===== src/verilog/tracker_pkg.sv =====
// ======================================================================
// Orange tracker shared definitions
// Pixel formats, direction and drive state encodings, colour window
// limits, command codes and the UART character for each drive state
// ======================================================================
package tracker_pkg;

  // Frame buffer pixel, R in [11:8], G in [7:4], B in [3:0]
  typedef logic [11:0] rgb444_t;
  // Display pixel, R in the top byte
  typedef logic [23:0] rgb888_t;

  // One-hot steering direction
  typedef enum logic [2:0] {
    DIR_NONE   = 3'b000,
    DIR_RIGHT  = 3'b001,
    DIR_CENTRE = 3'b010,
    DIR_LEFT   = 3'b100
  } dir_t;

  typedef enum logic [2:0] {
    STOP       = 3'd0,
    FORWARD    = 3'd1,
    TURN_LEFT  = 3'd2,
    TURN_RIGHT = 3'd3,
    SEARCH     = 3'd4
  } drive_t;

  // Frame orange count width
  localparam int COUNT_W = 18;

  // Orange window, in 4-bit channel units
  localparam logic [3:0] R_MIN = 4'hC;
  localparam logic [3:0] G_MIN = 4'h4;
  localparam logic [3:0] G_MAX = 4'hA;
  localparam logic [3:0] B_MAX = 4'h5;

  // Pure green replaces every orange pixel
  localparam rgb888_t MARKER_RGB = 24'h00FF00;

  localparam logic [7:0] CMD_ARM  = 8'h01;
  localparam logic [7:0] CMD_HALT = 8'h02;

  // ASCII report character of a drive state
  function automatic logic [7:0] state_char(input drive_t s);
    case (s)
      STOP:       return "S";
      FORWARD:    return "F";
      TURN_LEFT:  return "L";
      TURN_RIGHT: return "R";
      default:    return "Q";
    endcase
  endfunction

endpackage


===== src/verilog/pixel_stream_if.sv =====
// ======================================================================
// Pixel stream interface
// Valid/ready RGB888 stream with target, end-of-line and end-of-frame
// ======================================================================
`timescale 1ns/1ps

interface pixel_stream_if;
  import tracker_pkg::*;

  // Handshake
  logic    valid;
  logic    ready;
  // Payload, held while valid and not ready
  rgb888_t data;
  logic    target;
  logic    eol;
  logic    eof;

  // Producer side
  modport source (output valid, output data, output target, output eol,
                  output eof, input ready);

  // Consumer side
  modport sink (input valid, input data, input target, input eol,
                input eof, output ready);

  // Passive observer of transfers
  modport monitor (input valid, input ready, input data, input target,
                   input eol, input eof);

endinterface


===== src/verilog/column_classifier.sv =====
// ======================================================================
// Column classifier
// Counts orange pixels in left, centre and right zones of each frame
// and publishes a direction report on the end-of-frame transfer
// ======================================================================
`timescale 1ns/1ps

module column_classifier #(
  parameter int LINE_WIDTH = 12,
  parameter int ORANGE_MIN = 4
) (
  input  logic                             clk,
  input  logic                             rst,
  pixel_stream_if.monitor                  mon,
  output logic                             report_valid,
  output tracker_pkg::dir_t                direction,
  output logic                             detected,
  output logic [tracker_pkg::COUNT_W-1:0]  orange_count
);
  import tracker_pkg::*;

  localparam int COL_W = (LINE_WIDTH > 1) ? $clog2(LINE_WIDTH) : 1;
  // Zone boundaries in columns
  localparam int LEFT_END    = LINE_WIDTH / 3;
  localparam int RIGHT_START = (2 * LINE_WIDTH) / 3;

  logic [COL_W-1:0]   col;
  logic [COUNT_W-1:0] left_cnt;
  logic [COUNT_W-1:0] centre_cnt;
  logic [COUNT_W-1:0] right_cnt;
  logic [COUNT_W-1:0] left_nxt;
  logic [COUNT_W-1:0] centre_nxt;
  logic [COUNT_W-1:0] right_nxt;
  logic [COUNT_W+1:0] sum_wide;
  logic [COUNT_W-1:0] total;
  logic               xfer;
  logic               hit;
  logic               in_left;
  logic               in_right;
  logic               found;
  dir_t               dir_nxt;

  // Add one unless the counter is already full
  function automatic logic [COUNT_W-1:0] sat_inc(input logic [COUNT_W-1:0] a,
                                                  input logic inc);
    if (inc && (a != '1))
      return a + 1'b1;
    return a;
  endfunction

  assign xfer     = mon.valid && mon.ready;
  assign hit      = xfer && mon.target;
  assign in_left  = (col < COL_W'(LEFT_END));
  assign in_right = (col >= COL_W'(RIGHT_START));

  // Counts including the current beat, so the eof pixel is counted
  assign left_nxt   = sat_inc(left_cnt, hit && in_left);
  assign right_nxt  = sat_inc(right_cnt, hit && in_right);
  assign centre_nxt = sat_inc(centre_cnt, hit && !in_left && !in_right);

  // Frame total saturates at the counter maximum
  assign sum_wide = {2'b00, left_nxt} + {2'b00, centre_nxt} + {2'b00, right_nxt};
  assign total    = (|sum_wide[COUNT_W+1:COUNT_W]) ? '1 : sum_wide[COUNT_W-1:0];
  assign found    = (total >= COUNT_W'(ORANGE_MIN));

  // Largest zone wins, centre before left before right on ties
  always_comb begin
    if (!found)
      dir_nxt = DIR_NONE;
    else if ((centre_nxt >= left_nxt) && (centre_nxt >= right_nxt))
      dir_nxt = DIR_CENTRE;
    else if (left_nxt >= right_nxt)
      dir_nxt = DIR_LEFT;
    else
      dir_nxt = DIR_RIGHT;
  end

  always_ff @(posedge clk) begin
    if (rst) begin
      col          <= '0;
      left_cnt     <= '0;
      centre_cnt   <= '0;
      right_cnt    <= '0;
      report_valid <= 1'b0;
      direction    <= DIR_NONE;
      detected     <= 1'b0;
      orange_count <= '0;
    end else begin
      report_valid <= 1'b0;
      if (xfer) begin
        // Column restarts at each line end
        if (mon.eol || mon.eof)
          col <= '0;
        else
          col <= col + 1'b1;
        if (mon.eof) begin
          report_valid <= 1'b1;
          direction    <= dir_nxt;
          detected     <= found;
          orange_count <= total;
          left_cnt     <= '0;
          centre_cnt   <= '0;
          right_cnt    <= '0;
        end else begin
          left_cnt   <= left_nxt;
          centre_cnt <= centre_nxt;
          right_cnt  <= right_nxt;
        end
      end
    end
  end

endmodule


===== src/verilog/drive_fsm.sv =====
// ======================================================================
// Drive state machine
// Arm and halt commands, steering from direction reports, and one
// pending UART character for each change of drive state
// ======================================================================
`timescale 1ns/1ps

module drive_fsm (
  input  logic                clk,
  input  logic                rst,
  input  logic                cmd_valid,
  input  logic [7:0]          cmd_code,
  input  logic                report_valid,
  input  tracker_pkg::dir_t   direction,
  input  logic                detected,
  output tracker_pkg::drive_t drive_state,
  output logic                tx_valid,
  input  logic                tx_ready,
  output logic [7:0]          tx_byte
);
  import tracker_pkg::*;

  logic   armed;
  logic   armed_nxt;
  logic   cmd_arm;
  logic   cmd_halt;
  drive_t state_nxt;

  assign cmd_arm  = cmd_valid && (cmd_code == CMD_ARM);
  assign cmd_halt = cmd_valid && (cmd_code == CMD_HALT);

  // Commands take priority over a report in the same cycle
  always_comb begin
    armed_nxt = armed;
    state_nxt = drive_state;
    if (cmd_arm) begin
      armed_nxt = 1'b1;
    end else if (cmd_halt) begin
      armed_nxt = 1'b0;
      state_nxt = STOP;
    end else if (report_valid && armed) begin
      if (!detected)
        state_nxt = SEARCH;
      else
        case (direction)
          DIR_LEFT:   state_nxt = TURN_LEFT;
          DIR_RIGHT:  state_nxt = TURN_RIGHT;
          DIR_CENTRE: state_nxt = FORWARD;
          default:    state_nxt = SEARCH;
        endcase
    end
  end

  always_ff @(posedge clk) begin
    if (rst) begin
      armed       <= 1'b0;
      drive_state <= STOP;
      tx_valid    <= 1'b0;
    end else begin
      armed       <= armed_nxt;
      drive_state <= state_nxt;
      // New character overwrites one still waiting
      if (state_nxt != drive_state)
        tx_valid <= 1'b1;
      else if (tx_ready)
        tx_valid <= 1'b0;
    end
  end

  // Character slot payload
  always_ff @(posedge clk) begin
    if (state_nxt != drive_state)
      tx_byte <= state_char(state_nxt);
  end

endmodule


===== src/verilog/orange_tracker_top.sv =====
// ======================================================================
// Orange tracker top level
// Colour target finder, zone classifier, drive FSM and UART reporter
// ======================================================================
`timescale 1ns/1ps

module orange_tracker_top #(
  parameter int LINE_WIDTH   = 12,
  parameter int ORANGE_MIN   = 4,
  parameter int CLKS_PER_BIT = 8
) (
  input  logic                            clk,
  input  logic                            rst,
  // Frame buffer pixel stream
  input  logic                            pix_in_valid,
  output logic                            pix_in_ready,
  input  tracker_pkg::rgb444_t            pix_in_data,
  input  logic                            pix_in_eol,
  input  logic                            pix_in_eof,
  // Display pixel stream
  output logic                            pix_out_valid,
  input  logic                            pix_out_ready,
  output tracker_pkg::rgb888_t            pix_out_data,
  output logic                            pix_out_target,
  output logic                            pix_out_eol,
  output logic                            pix_out_eof,
  // Remote command byte
  input  logic                            cmd_valid,
  input  logic [7:0]                      cmd_code,
  // Status
  output logic                            orange_detected,
  output tracker_pkg::dir_t               direction,
  output logic [tracker_pkg::COUNT_W-1:0] orange_count,
  output tracker_pkg::drive_t             drive_state,
  output logic                            uart_txd
);

  logic       report_valid;
  logic       tx_valid;
  logic       tx_ready;
  logic [7:0] tx_byte;

  pixel_stream_if pix_if ();

  // Display side of the stream
  assign pix_out_valid  = pix_if.valid;
  assign pix_out_data   = pix_if.data;
  assign pix_out_target = pix_if.target;
  assign pix_out_eol    = pix_if.eol;
  assign pix_out_eof    = pix_if.eof;
  assign pix_if.ready   = pix_out_ready;

  target_finder u_target_finder (
    .clk(clk), .rst(rst),
    .in_valid(pix_in_valid), .in_ready(pix_in_ready), .in_data(pix_in_data),
    .in_eol(pix_in_eol), .in_eof(pix_in_eof),
    .out(pix_if.source));

  column_classifier #(.LINE_WIDTH(LINE_WIDTH), .ORANGE_MIN(ORANGE_MIN)) u_classifier (
    .clk(clk), .rst(rst), .mon(pix_if.monitor),
    .report_valid(report_valid), .direction(direction),
    .detected(orange_detected), .orange_count(orange_count));

  drive_fsm u_drive_fsm (
    .clk(clk), .rst(rst), .cmd_valid(cmd_valid), .cmd_code(cmd_code),
    .report_valid(report_valid), .direction(direction), .detected(orange_detected),
    .drive_state(drive_state),
    .tx_valid(tx_valid), .tx_ready(tx_ready), .tx_byte(tx_byte));

  uart_tx #(.CLKS_PER_BIT(CLKS_PER_BIT)) u_uart_tx (
    .clk(clk), .rst(rst), .tx_valid(tx_valid), .tx_ready(tx_ready),
    .tx_byte(tx_byte), .txd(uart_txd));

endmodule


===== src/verilog/target_finder.sv =====
// ======================================================================
// Target finder
// Two-stage pipeline that tests each RGB444 pixel against the orange
// window and emits either the marker colour or the expanded RGB888
// ======================================================================
`timescale 1ns/1ps

module target_finder (
  input  logic                clk,
  input  logic                rst,
  input  logic                in_valid,
  output logic                in_ready,
  input  tracker_pkg::rgb444_t in_data,
  input  logic                in_eol,
  input  logic                in_eof,
  pixel_stream_if.source      out
);
  import tracker_pkg::*;

  // Stage one holds the raw pixel and its window compares
  logic    s1_valid;
  rgb444_t s1_pix;
  logic    s1_eol;
  logic    s1_eof;
  logic    s1_r_ok;
  logic    s1_g_ok;
  logic    s1_b_ok;

  // Stage two holds the finished output beat
  logic    s2_valid;
  rgb888_t s2_data;
  logic    s2_target;
  logic    s2_eol;
  logic    s2_eof;

  logic    s1_adv;
  logic    s2_adv;
  logic    s1_hit;

  // A stage moves when empty or when the next one moves
  assign s2_adv = !s2_valid || out.ready;
  assign s1_adv = !s1_valid || s2_adv;
  // Ready drops only with both stages full and the sink stalled
  assign in_ready = s1_adv;

  assign s1_hit = s1_r_ok && s1_g_ok && s1_b_ok;

  // Valid flags
  always_ff @(posedge clk) begin
    if (rst) begin
      s1_valid <= 1'b0;
      s2_valid <= 1'b0;
    end else begin
      if (s1_adv)
        s1_valid <= in_valid;
      if (s2_adv)
        s2_valid <= s1_valid;
    end
  end

  // Stage one payload and colour window compares
  always_ff @(posedge clk) begin
    if (s1_adv) begin
      s1_pix  <= in_data;
      s1_eol  <= in_eol;
      s1_eof  <= in_eof;
      s1_r_ok <= (in_data[11:8] >= R_MIN);
      s1_g_ok <= (in_data[7:4] >= G_MIN) && (in_data[7:4] <= G_MAX);
      s1_b_ok <= (in_data[3:0] <= B_MAX);
    end
  end

  // Stage two, marker or nibble-duplicated colour
  always_ff @(posedge clk) begin
    if (s2_adv) begin
      s2_target <= s1_hit;
      s2_eol    <= s1_eol;
      s2_eof    <= s1_eof;
      if (s1_hit)
        s2_data <= MARKER_RGB;
      else
        s2_data <= {s1_pix[11:8], s1_pix[11:8], s1_pix[7:4], s1_pix[7:4],
                    s1_pix[3:0], s1_pix[3:0]};
    end
  end

  // Drive the outgoing stream
  assign out.valid  = s2_valid;
  assign out.data   = s2_data;
  assign out.target = s2_target;
  assign out.eol    = s2_eol;
  assign out.eof    = s2_eof;

endmodule


===== src/verilog/uart_tx.sv =====
// ======================================================================
// UART transmitter
// 8N1 serial output, LSB first, fed by a valid/ready byte port
// ======================================================================
`timescale 1ns/1ps

module uart_tx #(
  parameter int CLKS_PER_BIT = 8
) (
  input  logic       clk,
  input  logic       rst,
  input  logic       tx_valid,
  output logic       tx_ready,
  input  logic [7:0] tx_byte,
  output logic       txd
);

  localparam int CNT_W = $clog2(CLKS_PER_BIT + 1);

  logic             busy;
  logic [CNT_W-1:0] clk_cnt;
  // 0 is the start bit, 1..8 data, 9 the stop bit
  logic [3:0]       bit_idx;
  // Remaining data bits with the stop bit on top
  logic [8:0]       shift;
  logic             bit_end;

  assign tx_ready = !busy;
  assign bit_end  = (clk_cnt == CNT_W'(CLKS_PER_BIT - 1));

  always_ff @(posedge clk) begin
    if (rst) begin
      busy    <= 1'b0;
      clk_cnt <= '0;
      bit_idx <= '0;
      txd     <= 1'b1;
    end else if (!busy) begin
      if (tx_valid) begin
        // Start bit goes out from the next cycle
        busy    <= 1'b1;
        clk_cnt <= '0;
        bit_idx <= '0;
        txd     <= 1'b0;
      end
    end else if (bit_end) begin
      clk_cnt <= '0;
      if (bit_idx == 4'd9) begin
        // Stop bit done, line stays idle high
        busy <= 1'b0;
      end else begin
        bit_idx <= bit_idx + 1'b1;
        txd     <= shift[0];
      end
    end else begin
      clk_cnt <= clk_cnt + 1'b1;
    end
  end

  // Shift register payload
  always_ff @(posedge clk) begin
    if (!busy && tx_valid)
      shift <= {1'b1, tx_byte};
    else if (busy && bit_end)
      shift <= {1'b1, shift[8:1]};
  end

endmodule

===== config.mk =====
export PLATFORM = sky130hd
export DESIGN_NAME = orange_tracker_top
export DESIGN_NICKNAME = d
export VERILOG_FILES = /design/src/verilog/tracker_pkg.sv /design/src/verilog/pixel_stream_if.sv /design/src/verilog/column_classifier.sv /design/src/verilog/drive_fsm.sv /design/src/verilog/orange_tracker_top.sv /design/src/verilog/target_finder.sv /design/src/verilog/uart_tx.sv
export SDC_FILE = /design/constraint.sdc
export NUM_CORES = 1
export LEC_CHECK = 0
export ABC_CLOCK_PERIOD_IN_PS = 5800
export BUFFER_PORTS_ARGS = -buffer_cell sky130_fd_sc_hd__buf_2
export CORE_UTILIZATION = 25
export CTS_CLUSTER_SIZE = 10
export DETAILED_ROUTE_END_ITERATION = 10
export PLACE_DENSITY = 0.5
export SYNTH_ARGS = -nofsm -noshare
export SYNTH_HDL_FRONTEND = slang
export SYNTH_SLANG_ARGS = --single-unit

===== constraint.sdc =====
create_clock -name clk -period 5.8 [get_ports clk]
set_input_delay 0.58 -clock clk [delete_from_list [all_inputs] [get_ports clk]]
set_output_delay 0.58 -clock clk [all_outputs]
set_load 0.02 [all_outputs]

==> run metrics <==
status=finished clean; via/cell ratio=4.786; antenna violations before repair=0; Worst Skew=0.01326 ns; fin crit period=5.687 ns; CTS Hold Buffers Added=0; Worst-Skew Late Latency=0.44 ns; fraction of registers with async set/reset=0%; synth top area cells=dfxtp_1 20%, edfxtp_1 14%, ha_1 12%; # DRC=0; CTS Buf Count=17; unrepaired setup endpoints after global routing=true; Iteration-0 DRC Markers=377; Pins Over Slew Limit=0; Max Freq=175.8 MHz; Chip Width=201.2 um; commonest non-fill, non-tap cells in the layout=133 x nor2_1, 128 x buf_4, 97 x dfxtp_1, 93 x ha_1, 80 x buf_2; Final HPWL DP=21590 um; Worst-path clk slew=0.07 ns; placed cell area=11610 um2; worst-path fanout max=5; Worst EP required=6.12 ns; Max Cap Viol=0; Synthesis Warnings=0; core region area=38920 um2; final wirelength=28310 um; Root Driver=clkbuf_16; Final period util=98.05%; DRT antenna net count=0; Final nets=1459; crit path kind=reg2reg; Crit. End Element=flip-flop; Hold Path Class=in2reg; power per cell area=177.1 nW/um2; Sum Neg Setup Slack=0 ns; Final setup viols=0; CTS tree=yes; Clock Sink Count=143; Antenna Cells=0; vias in the first global route=8516; Syn Area/Cell=8.562 um2; Initial Util=25.50%; gp weighted congestion=0.8409; count of different cell masters after synthesis=76; IO Pins=82; Synth Instances=1159; clock buffer depth=2; combined area of all synthesized cells=9923 um2; gr ovfl total=0; Synth top area share=19.77%; fin area=12500 um2; ratio of cells with drive above 1 in the final layout=22.59%; largest net degree at the start of global routing=67; Std-Cell Rows=72; leakage=5.328 nW; Port Buffers=81; maximum VDD drop=188.1 uV; Slew @ Worst Pin=1.023 ns; Synth-to-Final Area Change=25.96%; Fin. Hold Viols=0; global-route wire length before repair=45220 um; Yosys top cell by area=dfxtp_1; floorplan die area=40490 um2; aggregate global-route resource usage=13.89%; prevailing post-synth register cell=dfxtp_1; Vias=8922; DR pass1 iterations=5; CP arrival=6.01 ns; Critical Path Start Type=flip-flop; routed wire length per instance=15.19 um; most common cell after layout, fill and taps aside=nor2_1; EDFF count, synth=45; flops & latches, synth=143; die span in y=201.2 um; Fin Hold WS=0.3164 ns; Syn Nets=1285; relative slew slack=31.79%; # H-tree levels=4; sequential fraction of the synthesis area=33.39%
sequential cells by signal (all words and copies together), names as in the netlist, 3 cells and up:
signal / flops
u_target_finder.s1_pix: 12
u_classifier.direction: 3
u_drive_fsm.tx_byte: 5
u_classifier.left_cnt: 18
u_classifier.orange_count: 18
u_drive_fsm.drive_state: 3
u_uart_tx.bit_idx: 4
u_target_finder.out.data: 12
u_uart_tx.shift: 8
u_classifier.right_cnt: 18
u_classifier.col: 4
u_uart_tx.clk_cnt: 4
u_classifier.centre_cnt: 18
cells in the mapped netlist, drive strengths merged, types with 5 or more instances:
library cell    n
inv            69
a22oi          30
a21oi          82
a31oi           6
o211ai          8
nand4          24
o21ai          64
edfxtp         45
buf            16
o2111ai         5
or2             5
nand3          29
nor2b          15
nand2b         19
a21o           20
a211oi         18
and2           17
dfxtp          98
nand2          59
nor3           32
xor2           34
and3           19
ha             97
mux2            7
nor4            9
mux2i           7
a21boi          5
o21a            7
or3            20
nor2          137
clkbuf         38
xnor2          45
what timing repair did:
item | 4_1_cts | 5_1_grt
resized for setup | 8 | 39
pin swaps | 1 | 33
setup endpoints to repair | 22 | 22
endpoints found under the hold margin | 0 | 0
buffers inserted | 1 | 9
path summary, 6_finish.rpt:
path / from / to / slack [ns] / cells past startpoint
hold reg to reg: u_target_finder.s1_eof / u_target_finder.out.eof / 0.42 / 0
hold / removal: pix_in_data[8] / u_target_finder.s1_pix[8] / 0.32 / 1
setup / recovery: u_target_finder.out.target / u_classifier.direction[0] / 0.11 / 25
setup reg to reg: u_target_finder.out.target / u_classifier.direction[0] / 0.11 / 25
per-layer routing:
| layer | wire length (um) | GRT usage, % |
|---|---|---|
| met5 | 0 | 0 |
| met4 | 399 | 3.707 |
| met2 | 12370 | 21.16 |
| met1 | 14610 | 20.15 |
| met3 | 923 | 2.170 |
where the power goes:
part | switching, mW | internal (mW) | total (mW)
Sequential | 0.0124 | 1.05 | 1.06
Clock | 0.481 | 0.560 | 1.04
Combinational | 0.0748 | 0.0346 | 0.109
per-stage QoR:
step                      setup WS [ns]  total power [mW]  std cells  util [%]
after detailed placement        -0.2629             1.196       1822     29.84
final                            0.1131             2.214       1864     32.12
after floorplan                0.007992             1.156       1159         -
after global placement          -0.2548             1.194       1822     29.84
after global routing            -0.1348             2.298       1864     32.12
after CTS                      0.009744             2.246       1855     31.37
logic make-up after synthesis:
logic type | Yosys count | synth area share [%]
buf+inv | 123 | 5.170
simple gates | 407 | 20.75
xor+xnor | 79 | 6.973
mux | 14 | 1.501
compound gates | 293 | 19.48
fa+ha+maj | 100 | 12.73
flops | 143 | 33.39
worst max-delay path, cell delays in order (launching register included):
cell and delay (ns):
edfxtp_1 0.39, nand4b_1 0.28, buf_4 0.24, a211oi_2 0.17
buf_4 0.18, mux2_4 0.33, ha_4 0.25, a21o_1 0.20
a21oi_2 0.16, o21bai_1 0.10, o31a_1 0.27, a41o_1 0.26
o41a_1 0.45, a21o_1 0.19, a21oi_2 0.15, xnor2_2 0.14
ha_1 0.27, buf_4 0.16, a41o_1 0.20, o21bai_1 0.17
o311ai_2 0.13, or3_1 0.35, mux2i_1 0.13, buf_4 0.16
a2bb2oi_2 0.14, o21ai_1 0.08
layout make-up:
cell class / instances / area, um2
fill: 4156 / 26420
multi-input combinational: 893 / 6352
sequential: 143 / 3314
timing repair buffer: 209 / 1373
tap: 518 / 648.1
clock buffer: 17 / 425.4
inverter: 69 / 259.0
clock inverter: 15 / 127.6
(Power assumes the default switching activity.)
